--- src/logic/walkie_pkg.sv ---
`default_nettype none

package walkie_pkg;

  // Frame timing
  localparam int BIT_DIV    = 4;  // hwclk cycles per i2sclk half period
  localparam int WORD_BITS  = 8;  // Bits per I2S word
  localparam int CRUSH_BITS = 4;  // Low bits dropped by CRUSH

  // Counter widths derived from timing
  localparam int DIV_W = $clog2(BIT_DIV);    // Divide counter width
  localparam int BIT_W = $clog2(WORD_BITS);  // Bit index width

  // Saturation limits for INVERT
  localparam logic signed [WORD_BITS-1:0] SAMPLE_MIN = {1'b1, {(WORD_BITS-1){1'b0}}};
  localparam logic signed [WORD_BITS-1:0] SAMPLE_MAX = {1'b0, {(WORD_BITS-1){1'b1}}};

  typedef logic signed [WORD_BITS-1:0] sample_t;  // Two's complement audio
  typedef logic [1:0]                  volume_t;  // Right-shift steps
  typedef logic [BIT_W-1:0]            bit_idx_t; // Bit position in word

  typedef enum logic [2:0] {
    BYPASS    = 3'd0,
    MUTE      = 3'd1,
    ATTENUATE = 3'd2,
    INVERT    = 3'd3,
    CRUSH     = 3'd4
  } effect_e;

  typedef enum logic {
    IDLE  = 1'b0,  // Waiting for first word boundary
    SHIFT = 1'b1   // Framed, shifting every bit_fall
  } tx_state_e;

endpackage

`default_nettype wire

--- src/logic/audio_effect.sv ---
`timescale 1ns/1ps
`default_nettype none

module audio_effect
  import walkie_pkg::*;
(
  input  logic    hwclk,
  input  logic    rst,
  input  sample_t sample,
  input  logic    sample_valid,
  input  effect_e effect_sel,
  input  volume_t volume,
  output sample_t effect_sample,
  output logic    effect_valid
);

  sample_t attenuated; // Arithmetic shift by volume
  sample_t inverted;   // Negated with saturation
  sample_t crushed;    // Low bits cleared
  sample_t fx_result;  // Selected effect

  assign attenuated = sample >>> volume;  // Sign kept
  assign crushed    = {sample[WORD_BITS-1:CRUSH_BITS], {CRUSH_BITS{1'b0}}};

  // -128 has no positive twin
  always_comb begin
    if (sample == SAMPLE_MIN) begin
      inverted = SAMPLE_MAX;
    end else begin
      inverted = -sample;
    end
  end

  always_comb begin
    case (effect_sel)
      MUTE:      fx_result = '0;
      ATTENUATE: fx_result = attenuated;
      INVERT:    fx_result = inverted;
      CRUSH:     fx_result = crushed;
      default:   fx_result = sample;  // BYPASS and unused codes
    endcase
  end

  // Valid follows by one cycle
  always_ff @(posedge hwclk) begin
    if (rst) begin
      effect_valid <= 1'b0;
    end else begin
      effect_valid <= sample_valid;
    end
  end

  // Pins sampled together with the sample
  always_ff @(posedge hwclk) begin
    if (sample_valid) begin
      effect_sample <= fx_result;
    end
  end

endmodule

`default_nettype wire

--- src/logic/bit_clock_gen.sv ---
`timescale 1ns/1ps
`default_nettype none

module bit_clock_gen
  import walkie_pkg::*;
(
  input  logic hwclk,
  input  logic rst,
  output logic i2sclk,
  output logic ws,
  output logic bit_rise,
  output logic bit_fall,
  output logic word_start
);

  logic [DIV_W-1:0] div_cnt;  // hwclk count within half period
  bit_idx_t         bit_cnt;  // Bit index, advances on falls
  logic             div_done; // Half period elapsed
  logic             last_bit; // Bit 7 of current word

  assign div_done = (div_cnt == DIV_W'(BIT_DIV - 1));
  assign last_bit = (bit_cnt == BIT_W'(WORD_BITS - 1));

  always_ff @(posedge hwclk) begin
    if (rst) begin
      div_cnt    <= '0;
      bit_cnt    <= '0;
      i2sclk     <= 1'b0;
      ws         <= 1'b0;  // Frame opens on left word
      bit_rise   <= 1'b0;
      bit_fall   <= 1'b0;
      word_start <= 1'b0;
    end else begin
      bit_rise   <= 1'b0;  // Strobes last one cycle
      bit_fall   <= 1'b0;
      word_start <= 1'b0;

      if (div_done) begin
        div_cnt <= '0;
        i2sclk  <= ~i2sclk;
        if (!i2sclk) begin
          bit_rise <= 1'b1;  // Low to high
        end else begin
          bit_fall <= 1'b1;  // High to low, ends a bit
          if (last_bit) begin
            bit_cnt    <= '0;
            ws         <= ~ws;  // Next word, other channel
            word_start <= 1'b1;
          end else begin
            bit_cnt <= bit_cnt + 1'b1;
          end
        end
      end else begin
        div_cnt <= div_cnt + 1'b1;
      end
    end
  end

endmodule

`default_nettype wire

--- src/logic/i2s_receiver.sv ---
`timescale 1ns/1ps
`default_nettype none

module i2s_receiver
  import walkie_pkg::*;
(
  input  logic    hwclk,
  input  logic    rst,
  input  logic    adc_serial_in,
  input  logic    ws,
  input  logic    bit_rise,
  output sample_t sample,
  output logic    sample_valid
);

  sample_t  shift_reg; // Partial word, MSB first
  bit_idx_t bit_cnt;   // Bits taken in this word
  logic     word_full; // Current rise takes bit 7
  sample_t  next_word; // Shift register after this bit

  assign word_full = (bit_cnt == BIT_W'(WORD_BITS - 1));
  assign next_word = {shift_reg[WORD_BITS-2:0], adc_serial_in};

  // Bit counting and valid pulse
  always_ff @(posedge hwclk) begin
    if (rst) begin
      bit_cnt      <= '0;
      sample_valid <= 1'b0;
    end else begin
      sample_valid <= 1'b0;
      if (bit_rise) begin
        if (word_full) begin
          bit_cnt      <= '0;
          sample_valid <= ~ws;  // Left word only
        end else begin
          bit_cnt <= bit_cnt + 1'b1;
        end
      end
    end
  end

  // Data path
  always_ff @(posedge hwclk) begin
    if (bit_rise) begin
      shift_reg <= next_word;
      if (word_full && !ws) begin
        sample <= next_word;  // Held until next left word
      end
    end
  end

endmodule

`default_nettype wire

--- src/logic/i2s_transmitter.sv ---
`timescale 1ns/1ps
`default_nettype none

module i2s_transmitter
  import walkie_pkg::*;
(
  input  logic    hwclk,
  input  logic    rst,
  input  sample_t effect_sample,
  input  logic    effect_valid,
  input  logic    ws,
  input  logic    bit_fall,
  input  logic    word_start,
  output logic    dac_out
);

  tx_state_e state;      // IDLE until frame seen
  sample_t   hold_reg;   // Latest effected sample
  sample_t   shift_reg;  // Bits still to send
  sample_t   load_word;  // Word loaded at boundary

  // ws already shows the new channel at word_start
  assign load_word = ws ? sample_t'(0) : hold_reg;  // Right word is silent

  // Holding register
  always_ff @(posedge hwclk) begin
    if (effect_valid) begin
      hold_reg <= effect_sample;
    end
  end

  always_ff @(posedge hwclk) begin
    if (rst) begin
      state     <= IDLE;
      shift_reg <= '0;
      dac_out   <= 1'b0;
    end else begin
      case (state)
        IDLE: begin
          if (word_start) begin
            state     <= SHIFT;
            dac_out   <= load_word[WORD_BITS-1];  // MSB on this fall
            shift_reg <= {load_word[WORD_BITS-2:0], 1'b0};
          end
        end
        SHIFT: begin
          if (word_start) begin
            dac_out   <= load_word[WORD_BITS-1];
            shift_reg <= {load_word[WORD_BITS-2:0], 1'b0};
          end else if (bit_fall) begin
            dac_out   <= shift_reg[WORD_BITS-1];  // Next bit out
            shift_reg <= {shift_reg[WORD_BITS-2:0], 1'b0};
          end
        end
        default: state <= IDLE;
      endcase
    end
  end

endmodule

`default_nettype wire

--- src/logic/walkie_audio_top.sv ---
`timescale 1ns/1ps
`default_nettype none

module walkie_audio_top
  import walkie_pkg::*;
(
  input  logic    hwclk,
  input  logic    rst,
  input  logic    adc_serial_in,
  input  effect_e effect_sel,
  input  volume_t volume,
  output logic    i2sclk,
  output logic    ws,
  output logic    dac_out
);

  logic    bit_rise;      // Shared frame strobes
  logic    bit_fall;
  logic    word_start;
  sample_t sample;        // Receiver to effect stage
  logic    sample_valid;
  sample_t effect_sample; // Effect stage to transmitter
  logic    effect_valid;

  bit_clock_gen i_clk (
    .hwclk(hwclk), .rst(rst),
    .i2sclk(i2sclk), .ws(ws),  // Shared by ADC and DAC
    .bit_rise(bit_rise), .bit_fall(bit_fall), .word_start(word_start)
  );

  i2s_receiver i_rx (
    .hwclk(hwclk), .rst(rst),
    .adc_serial_in(adc_serial_in),             // From ADC pin
    .ws(ws), .bit_rise(bit_rise),              // From clock gen
    .sample(sample), .sample_valid(sample_valid)
  );

  audio_effect i_fx (
    .hwclk(hwclk), .rst(rst),
    .sample(sample), .sample_valid(sample_valid),
    .effect_sel(effect_sel), .volume(volume),  // Button stand-ins
    .effect_sample(effect_sample), .effect_valid(effect_valid)
  );

  i2s_transmitter i_tx (
    .hwclk(hwclk), .rst(rst),
    .effect_sample(effect_sample), .effect_valid(effect_valid),
    .ws(ws), .bit_fall(bit_fall), .word_start(word_start),
    .dac_out(dac_out)                          // To DAC pin
  );

endmodule

`default_nettype wire

--- config.mk ---
export PLATFORM = sky130hd
export DESIGN_NAME = walkie_audio_top
export DESIGN_NICKNAME = d
export VERILOG_FILES = /design/src/logic/walkie_pkg.sv /design/src/logic/audio_effect.sv /design/src/logic/bit_clock_gen.sv /design/src/logic/i2s_receiver.sv /design/src/logic/i2s_transmitter.sv /design/src/logic/walkie_audio_top.sv
export SDC_FILE = /design/constraint.sdc
export NUM_CORES = 1
export LEC_CHECK = 0
export BUFFER_PORTS_ARGS = -buffer_cell sky130_fd_sc_hd__buf_4
export CORE_ASPECT_RATIO = 0.75
export CORE_UTILIZATION = 60
export CTS_BUF_LIST = sky130_fd_sc_hd__clkbuf_4 sky130_fd_sc_hd__clkbuf_8
export DETAILED_ROUTE_END_ITERATION = 16
export PLACE_DENSITY = 0.75
export SYNTH_ARGS = -nofsm -noshare
export SYNTH_HDL_FRONTEND = slang
export SYNTH_HIERARCHICAL = 1
export SYNTH_SLANG_ARGS = --single-unit
--- constraint.sdc ---
create_clock -name hwclk -period 3.3 [get_ports hwclk]
set_input_delay 0.165 -clock hwclk [delete_from_list [all_inputs] [get_ports hwclk]]
set_output_delay 0.165 -clock hwclk [all_outputs]
set_load 0.01 [all_outputs]
# Word-level counts from Yosys, hierarchy flattened
# Index checks and enable logic that the tools add are counted.
# totals
reg_bits,56
in_bits,8
output_inout_bits,3
elab_cells,66
# classes
add_sub_neg,4
eq_ne,10
shift,1
mux,18
bitwise,6
reduce_logical,10
# ops
operator,n
8-bit two-way mux,5
8-bit one-hot mux with 4 select lines,1
8-bit one-hot mux with 2 select lines,1
3-bit == test (second input constant),3
8-bit == test (second input constant),1
1-bit two-way mux,8
8-bit negator,1
8-bit by 2-bit >>> shifter with 8-bit output,1
3-bit by 1-bit adder with 3-bit output (second input constant),2
3-bit by 2-bit == test with 1-bit output (second input constant),2
3-bit two-way mux,2
1-bit inverter,6
2-bit AND reduction,3
3-bit OR reduction,2
2-bit OR reduction,2
3-bit by 1-bit == test with 1-bit output (second input constant),1
3-bit != test (second input constant),1
3-bit AND reduction,1
2-bit by 1-bit adder with 2-bit output (second input constant),1
2-bit == test (second input constant),1
2-bit != test (second input constant),1
1-bit one-hot mux with 2 select lines,1
1-bit logical AND,1
1-bit logical NOT,1

# Longest topological paths before layout
# Gate-level depths: netlist of run 1.
# logic_depth
depth_word,3
mapped_depth,6
ltp_nobuf,6

# Cells and area by module
# The synthesis of run 1 kept the hierarchy.
# modules_own_cells
mod,instances,cells_per_inst,area_each_um2
audio_effect,1,96,880.8
i2s_transmitter,1,62,676.9
i2s_receiver,1,32,643.1
bit_clock_gen,1,38,446.7

# Worst setup path before layout of run 1
# Ideal clock, no wire load.
# synth_path
path_kind,register to register
from,reg i_rx.sample[2]
to,"reg i_fx.effect_sample[0], data pin"
setup_ps,275
t_arrival_ps,1439
t_required_ps,3025
path_slack_ps,1586
stages_incl_launch_ff,5
n_path_buf,0
path_cell_list,edfxtp_1 -> mux4_1 -> or3_1 -> a21oi_1 -> a221oi_1
# synth_between
elab_chain_len,3
# synth_lines
element,line_no,source
start: declaration,i2s_receiver.sv:12,"output sample_t sample,"
start signal: assignment,i2s_receiver.sv:47,sample <= next_word;
8-bit == test,audio_effect.sv:27,if (sample == SAMPLE_MIN) begin
8-bit two-way mux,audio_effect.sv:27,
8-bit one-hot mux with 4 select lines (*),audio_effect.sv:35,case (effect_sel)
net i_fx.fx_result[0],audio_effect.sv:20,sample_t fx_result;
end signal: assignment,audio_effect.sv:56,effect_sample <= fx_result;
end: declaration,audio_effect.sv:13,"output sample_t effect_sample,"
# The timed path passes the listed nets; every way through them passes the cells marked *.
# A chain may end at the register's enable or synchronous reset.

# Worst setup path in the final report of run 1
# layout_path
from,reg i_rx.sample[0]
to,"reg i_fx.effect_sample[0], data pin"
# layout_between
elab_chain_len,3
# layout_lines
element,line_no
8-bit negator / 8-bit == test (equally long branches),"audio_effect.sv:30, audio_effect.sv:27"
8-bit two-way mux,audio_effect.sv:27
8-bit one-hot mux with 4 select lines (*),audio_effect.sv:35
net i_fx.fx_result[0],audio_effect.sv:20
# Marked as above.

==> results of run 1 <==
path summary, 6_finish.rpt:
path                         startpoint               endpoint  slack, ns  cells past startpoint
hold reg to reg   i_fx/effect_sample[1]       i_tx/hold_reg[1]       0.42                      0
hold / removal            adc_serial_in         i_rx/sample[0]       0.05                      1
setup reg to reg         i_rx/sample[0]  i_fx/effect_sample[0]       1.35                      6
setup / recovery         i_rx/sample[0]  i_fx/effect_sample[0]       1.35                      6
metal layers:
layer | vias up | wire [µm]
met2 | 40 | 2290
li1 | 837 | -
met5 | - | 0
met4 | 0 | 57
met1 | 842 | 2210
met3 | 6 | 172
synthesized netlist by cell type, types with 2 or more instances:
library cell   n  share of area, %
buf_6          4               1.7
a21oi_1        5              0.95
nor3b_1        3              0.85
xnor2_1        2              0.66
dfxtp_1       24                18
nor4bb_1       2              0.76
nor3_1         2              0.38
a21bo_1        3               1.1
mux2_2         2              0.85
a31oi_1        8               1.9
edfxtp_1      31                35
and2b_1        2              0.57
o21ai_0        9               1.7
or3_1          2              0.47
a22oi_1        3              0.85
mux4_1         3               3.0
o211ai_1       3              0.85
and2b_4        4               1.5
nor2b_1        2              0.47
buf_2          2              0.38
ha_1           8               3.8
inv_1          6              0.85
a21oi_2        3              0.99
nand3b_1       3              0.85
nor2_1        17               2.4
nand2_1       29               4.1
and2b_2        3              0.99
clkbuf_1       7              0.99
nand2b_1       4              0.95
a311oi_1       2              0.66
mux2i_1        3               1.1
nand3_1        2              0.38
kinds of logic after synthesis:
| logic type | synth area share [%] |
|---|---|
| and+or+nand+nor | 20.2 |
| DFF | 53.3 |
| AOI/OAI and AO/OA | 11.2 |
| buffers and inverters | 4.21 |
| muxes | 6.38 |
| adders and majority gates | 3.78 |
| xor gates and xnor gates | 0.993 |
area by class of cell:
class,instances,area (µm²),share of cell area (%)
inverter,6,22.5,0.801
clock inverter,3,38.8,1.38
clock buffer,5,68.8,2.45
multi-input combinational,153,1120,40.0
sequential,55,1410,50.2
tap,55,68.8,2.45
timing repair buffer,10,75.1,2.67
power breakdown:
| group | total, mW | switching, mW | internal, mW | leakage, nW |
|---|---|---|---|---|
| Clock | 0.424 | 0.201 | 0.222 | 0.0556 |
| Sequential | 0.734 | 0.00759 | 0.727 | 0.473 |
| Combinational | 0.0662 | 0.0370 | 0.0292 | 0.483 |
per-stage QoR:
step	setup WS [ns]	cells	util, %
after floorplan	1.59	228	-
after detailed placement	1.40	279	65.5
after CTS	1.37	287	68.1
final	1.35	287	68.1
after global routing	1.15	287	68.1
after global placement	1.46	279	65.5
critical path: cells and delay by family, from the launching register on:
family,cells,cell delay (ns)
and+or+nand+nor,2,0.64
adders and majority gates,1,0.18
AOI/OAI and AO/OA,2,0.40
DFF,1,0.45
buffers and inverters,1,0.10
==> flow_summary.ini, run 1 <==
[setup_path]
crit_fanout = 6
cp_slowest_cell = edfxtp_1
critPathCaptureType = flop
critPathKind = flop to flop
startpoint_type = flop
required_ns = 3.41
worstPathCellList = inv_1 > ha_1 > nor3b_4 > and4b_1 > o21ai_0 > a221oi_1
cp_slowest_stage_delay_ns = 0.45
cp_data_arrival_time_ns = 2.07

[logic_synthesis]
ys_warn_count = 6
netlist_area_um2 = 2650
yosysUniqueCellTypes = 57
synth_flop_cell = edfxtp_1
ys_seq_elements = 55
syn-instance-count = 228
synthesis.nets = 244
synth_edf_count = 31
ys_seq_area_share_pct = 53.3
avgSynthCellArea_um2 = 11.6
ys_async_sr_fraction_pct = 0

[sta]
worst_pin_slew_ns = 0.482
finalSetupTns_ns = 0
final_max_slew_viol_count = 0
slew_headroom_pct = 67.8
holdWs_ns = 0.0472
final.period_utilization_pct = 59.2
fmax_mhz = 512
period_needed_ns = 1.95
setup_violations = 0
hold_viol = 0
fin_worst_skew_ns = 0.00952
rsz0062_at_grt = false

[route]
routedWlPerCell_um = 16.5
postRouteAntennaNets = 0
drtIter0Drc = 122
avgViaCountPerCell = 6.01
wl_um = 4730
dr_total_vias = 1725
drc = 0
drtPass1Iterations = 4

[final_layout]
diodes = 0
area_growth_pct = 6.14
mostFrequentLayoutCells = edfxtp_1 (31), nand2_1 (29), dfxtp_1 (24)
layout_commonest_cell = edfxtp_1
nets = 247
fillerInstances = 318
fin_area_um2 = 2810
layout-drive-gt1-share_pct = 16.4

[global_routing]
grt_pass1_wl_um = 8090
grt_busiest_layer = met2
grt_use_total_pct = 23.5
use_met2_pct = 37.4
antenna_found_initial = 0
grt_use_met3_pct = 4.77
grt_max_degree = 26
overflow = 0
grt_pass1_vias = 1652
grt_use_met1_pct = 32.4

[clocking]
cts_setup_buffers = 0
holdBufCountCts = 0
cts_buffers = 5
clock_latency_ns = 0.30
clkTransAtPathRegs_ns = 0.09
cts_resized = 0
cts_root_buf = clkbuf_8
cts_tree = yes
clk_path_buf_depth = 2
cts_htree_levels = 2
cts_num_sinks = 55

[placement]
place_congestion = 0.905
post_dp_cell_area_um2 = 2700
io_buffers = 10
hpwl_um = 3380

[floorplanning]
die_area_um2 = 4680
coreArea_um2 = 4130
die_h_um = 59.5
die_x_um = 78.7
pin_count = 11
num_rows = 20
start_util_pct = 64.1

[power]
ir_drop_v = 0.000344
leakagePower_nw = 1.01
power_density_nw_per_um2 = 436
p_total_mw = 1.22

[run]
cap_violations = 0

[hold_path]
hold_path.class = input port to flop

[run_status]
status = complete, no violations
No activity file was read; power rests on OpenSTA's default activity.
==> run 2: changes to the inputs <==
--- a/config.mk
+++ b/config.mk
@@ -7,10 +7,10 @@
 export LEC_CHECK = 0
 export BUFFER_PORTS_ARGS = -buffer_cell sky130_fd_sc_hd__buf_4
 export CORE_ASPECT_RATIO = 0.75
-export CORE_UTILIZATION = 60
+export CORE_UTILIZATION = 57
 export CTS_BUF_LIST = sky130_fd_sc_hd__clkbuf_4 sky130_fd_sc_hd__clkbuf_8
 export DETAILED_ROUTE_END_ITERATION = 16
-export PLACE_DENSITY = 0.75
+export PLACE_DENSITY = 0.74
 export SYNTH_ARGS = -nofsm -noshare
 export SYNTH_HDL_FRONTEND = slang
 export SYNTH_HIERARCHICAL = 1
==> constraint.sdc (replaced) <==
create_clock -name hwclk -period 1.75 [get_ports hwclk]
set_input_delay 0.0875 -clock hwclk [delete_from_list [all_inputs] [get_ports hwclk]]
set_output_delay 0.0875 -clock hwclk [all_outputs]
set_load 0.01 [all_outputs]
==> flow_summary.ini, run 2 (synthesis results as in run 1) <==
[route]
drtPass1Iterations = 5
routedWlPerCell_um = 15.9
drc = 0
drtIter0Drc = 100
postRouteAntennaNets = 0
avgViaCountPerCell = 5.83
dr_total_vias = 1756
wl_um = 4800

[sta]
final_max_slew_viol_count = 0
hold_viol = 0
holdWs_ns = 0.139
worst_pin_slew_ns = 0.389
period_needed_ns = 1.76
final.period_utilization_pct = 101
setup_violations = 2
fmax_mhz = 568
slew_headroom_pct = 74.0
rsz0062_at_grt = true
fin_worst_skew_ns = 0.00945
setup_slack_ns = -0.0116

[global_routing]
overflow = 0
grt_pass1_wl_um = 7260
grt_use_total_pct = 20.4
grt_pass1_vias = 1550
antenna_found_initial = 0
grt_max_degree = 26

[setup_path]
r2r_start = i_rx/sample[5]
critPathKind = flop to flop
rr_endpoint = i_fx/effect_sample[2]
crit_fanout = 3
critPathCaptureType = flop
cp_data_arrival_time_ns = 1.81
crit_end = i_fx/effect_sample[2]
r2r_cells = 4
setup.worst_path.start = i_rx/sample[5]
startpoint_type = flop
required_ns = 1.80
rrSetupSlack_ns = -0.01

[final_layout]
area_growth_pct = 12.3
mostFrequentLayoutCells = edfxtp_1 (31), nand2_1 (29), dfxtp_1 (24)
layout_commonest_cell = edfxtp_1
diodes = 0
layout-drive-gt1-share_pct = 23.8
nets = 259

[clocking]
cts_htree_levels = 2
cts_root_buf = clkbuf_8
clock_latency_ns = 0.30
cts_num_sinks = 55
clk_path_buf_depth = 2
cts_buffers = 5
cts_tree = yes
clkTransAtPathRegs_ns = 0.10

[floorplanning]
pin_count = 11
die_area_um2 = 4920
coreArea_um2 = 4470
start_util_pct = 59.3
die_h_um = 61.0
die_x_um = 80.7
num_rows = 21

[placement]
hpwl_um = 3170
place_congestion = 0.895
io_buffers = 10

[hold_path]
hold_path.class = input port to flop
hp-start = rst

[run]
cap_violations = 0

[power]
power_density_nw_per_um2 = 839
leakagePower_nw = 1.09
p_total_mw = 2.49
ir_drop_v = 0.000571

[run_status]
status = complete, but fails checks
violations = setup timing
## run 2: final cells by class
type,count,area [µm²]
sequential,55,1410
multi-input combinational,153,1160
fill,358,1490
clock inverter,3,67.6
tap,57,71.3
clock buffer,5,68.8
inverter,6,22.5
timing repair buffer,22,168
## run 2: metal layers
| layer | vias up | global-route usage, % | share of wire [%] |
|---|---|---|---|
| li1 | 864 | - | - |
| met1 | 842 | 29.2 | 50 |
| met2 | 42 | 30.6 | 45 |
| met3 | 8 | 4.89 | 3.6 |
| met4 | 0 | 7.65 | 1.3 |
| met5 | - | 0 | 0 |
## run 2: per-stage QoR
step                      instances  instance area [µm²]  worst slack, ns  utilization (%)  TNS, ns
final                           301                 2970          -0.0116             66.6  -0.0182
after global routing            301                 2970          -0.0864             66.6   -0.357
after CTS                       301                 2960          0.00780             66.2        0
after detailed placement        291                 2780          -0.0457             62.2  -0.0473
after global placement          291                 2780           0.0159             62.2        0
after floorplan                 228                 2650           0.0360                -        0
## run 2: worst min path at each step
stage / end / slack, ns / cells past startpoint
floorplan: i_rx/bit_cnt[0] / 0.15 / 1
global placement: i_rx/shift_reg[0] / 0.28 / 1
detailed placement: i_rx/shift_reg[0] / 0.28 / 1
CTS: i_clk/bit_cnt[2] / 0.12 / 2
global route: i_clk/bit_cnt[0] / 0.14 / 2
finish: i_clk/bit_fall / 0.14 / 2
## run 2: what timing repair did
item,in CTS,in global routing
setup buffers,1,0
hold endpoints to repair,2,0
gates cloned,0,0
gates resized for setup,7,5
pin swaps,2,3
hold buffers,1,0
setup endpoints to repair,3,6
## run 2: power by group
part	leakage (nW)	internal, mW	switching (mW)
Combinational	0.550	0.0619	0.0768
Clock	0.0644	0.570	0.403
Sequential	0.473	1.37	0.0107
Total	1.09	2.00	0.491
## run 2: worst max-delay path: stages (launching register included)
cell      delay (ns)
edfxtp_1        0.46
mux4_1          0.51
nand2_1         0.12
nor4bb_1        0.32
a211oi_1        0.08
==> run 3: changes to the inputs <==
==> constraint.sdc (replaced) <==
create_clock -name hwclk -period 1.75 [get_ports hwclk]
set_input_delay 0.175 -clock hwclk [delete_from_list [all_inputs] [get_ports hwclk]]
set_output_delay 0.175 -clock hwclk [all_outputs]
set_load 0.01 [all_outputs]
==> flow_summary.ini, run 3 (synthesis results as in run 1) <==
[power]
p_clk_share_pct = 31.9
leakagePower_nw = 1.07
p_comb_share_pct = 6.2
p_sw_uw = 507
p_seq_share_pct = 61.8
p_total_mw = 2.23
power_density_nw_per_um2 = 758
p_sw_share_pct = 22.7
ir_drop_v = 0.000568
internal_power_mw = 1.72

[global_routing]
use_met2_pct = 28.7
grt_use_total_pct = 19.3
grt_pass1_wl_um = 6950
antenna_found_initial = 0
grt_use_met3_pct = 5.33
grt_use_met1_pct = 28.1
grt_busiest_layer = met2
grt_pass1_vias = 1480
overflow = 0
grt_max_degree = 26

[floorplanning]
die_area_um2 = 4920
coreArea_um2 = 4470
die_h_um = 61.0
die_x_um = 80.7
num_rows = 21
pin_count = 11
start_util_pct = 59.3

[setup_path]
critPathCaptureType = flop
cp_slowest_stage_delay_ns = 0.45
path_depth = 4
critPathTopFamily = simple AND/OR/NAND/NOR gates
path_buf_inv = 0
critPathKind = flop to flop
worstPathCellList = or3_4 > or3_1 > nor3_2 > a311oi_2
startpoint_type = flop
cp_slowest_cell = edfxtp_1
cp_data_arrival_time_ns = 1.83
r2r_cells = 4
crit_fanout = 5
required_ns = 1.79

[final_layout]
final_cells = 300
fin_area_um2 = 2950
mostFrequentLayoutCells = edfxtp_1 (31), nand2_1 (29), dfxtp_1 (24)
area_growth_pct = 11.2
diodes = 0
nets = 258
layout_commonest_cell = edfxtp_1
utilization_pct = 65.9
fillerInstances = 370
layout-drive-gt1-share_pct = 24.7

[sta]
hold_viol = 0
worst_pin_slew_ns = 0.410
fin_worst_skew_ns = 0.00638
final_max_slew_viol_count = 0
rsz0062_at_grt = true
slew_headroom_pct = 72.7
final.period_utilization_pct = 103
finalSetupTns_ns = -0.0521
holdWs_ns = 0.0547
fmax_mhz = 557
period_needed_ns = 1.79
setup_violations = 2
setup_slack_ns = -0.0447

[clocking]
cts_setup_buffers = 0
cts_tree = yes
clock_latency_ns = 0.30
clk_path_buf_depth = 2
holdBufCountCts = 0
cts_htree_levels = 2
cts_num_sinks = 55
clkTransAtPathRegs_ns = 0.10
cts_root_buf = clkbuf_8
cts_buffers = 5

[route]
postRouteAntennaNets = 0
drtPass1Iterations = 4
drtIter0Drc = 87
wl_um = 4570
avgViaCountPerCell = 5.65
routedWlPerCell_um = 15.2
drc = 0
dr_total_vias = 1696

[run_status]
violations = setup timing
status = complete, but fails checks

[placement]
hpwl_um = 3150
io_buffers = 10
place_congestion = 0.865
post_dp_cell_area_um2 = 2790
place_ws_ns = -0.0380
dp_cells = 292

[hold_path]
hold-path-cell-count = 1
hold_path.class = input port to flop

[run]
cap_violations = 0
==> run 3: per-layer routing <==
metal / vias up / part of all wire, %
li1: 859 / -
met1: 805 / 50
met2: 27 / 45
met3: 5 / 3.7
met4: 0 / 0.68
met5: - / 0
==> run 3: final cells by class <==
class / count / area [µm²] / area share (%)
clock inverter: 3 / 25.0 / 0.850
sequential: 55 / 1410 / 47.9
clock buffer: 5 / 68.8 / 2.34
timing repair buffer: 21 / 161 / 5.48
multi-input combinational: 153 / 1180 / 40.2
tap: 57 / 71.3 / 2.42
inverter: 6 / 22.5 / 0.765
==> run 3: path summary, 6_finish.rpt <==
| kind | start | slack, ns | to |
|---|---|---|---|
| max | i_rx/sample[2] | -0.04 | i_fx/effect_sample[5] |
| min | adc_serial_in | 0.05 | i_rx/shift_reg[0] |
| max reg2reg | i_rx/sample[2] | -0.04 | i_fx/effect_sample[5] |
| min reg2reg | i_fx/effect_sample[5] | 0.43 | i_tx/hold_reg[5] |
==> run 3: power groups by stage <==
stage	Clock (mW)	Combinational, mW	Sequential (mW)
floorplan	0	0.0973	1.41
global placement	0	0.129	1.41
detailed placement	0	0.132	1.41
CTS	0.734	0.134	1.38
global route	0.788	0.153	1.38
finish	0.713	0.139	1.38
==> run 3: repair_timing <==
item,CTS,global route
cloned,0,0
gates resized for setup,4,13
pin swaps,2,5
endpoints found under the setup margin,3,6
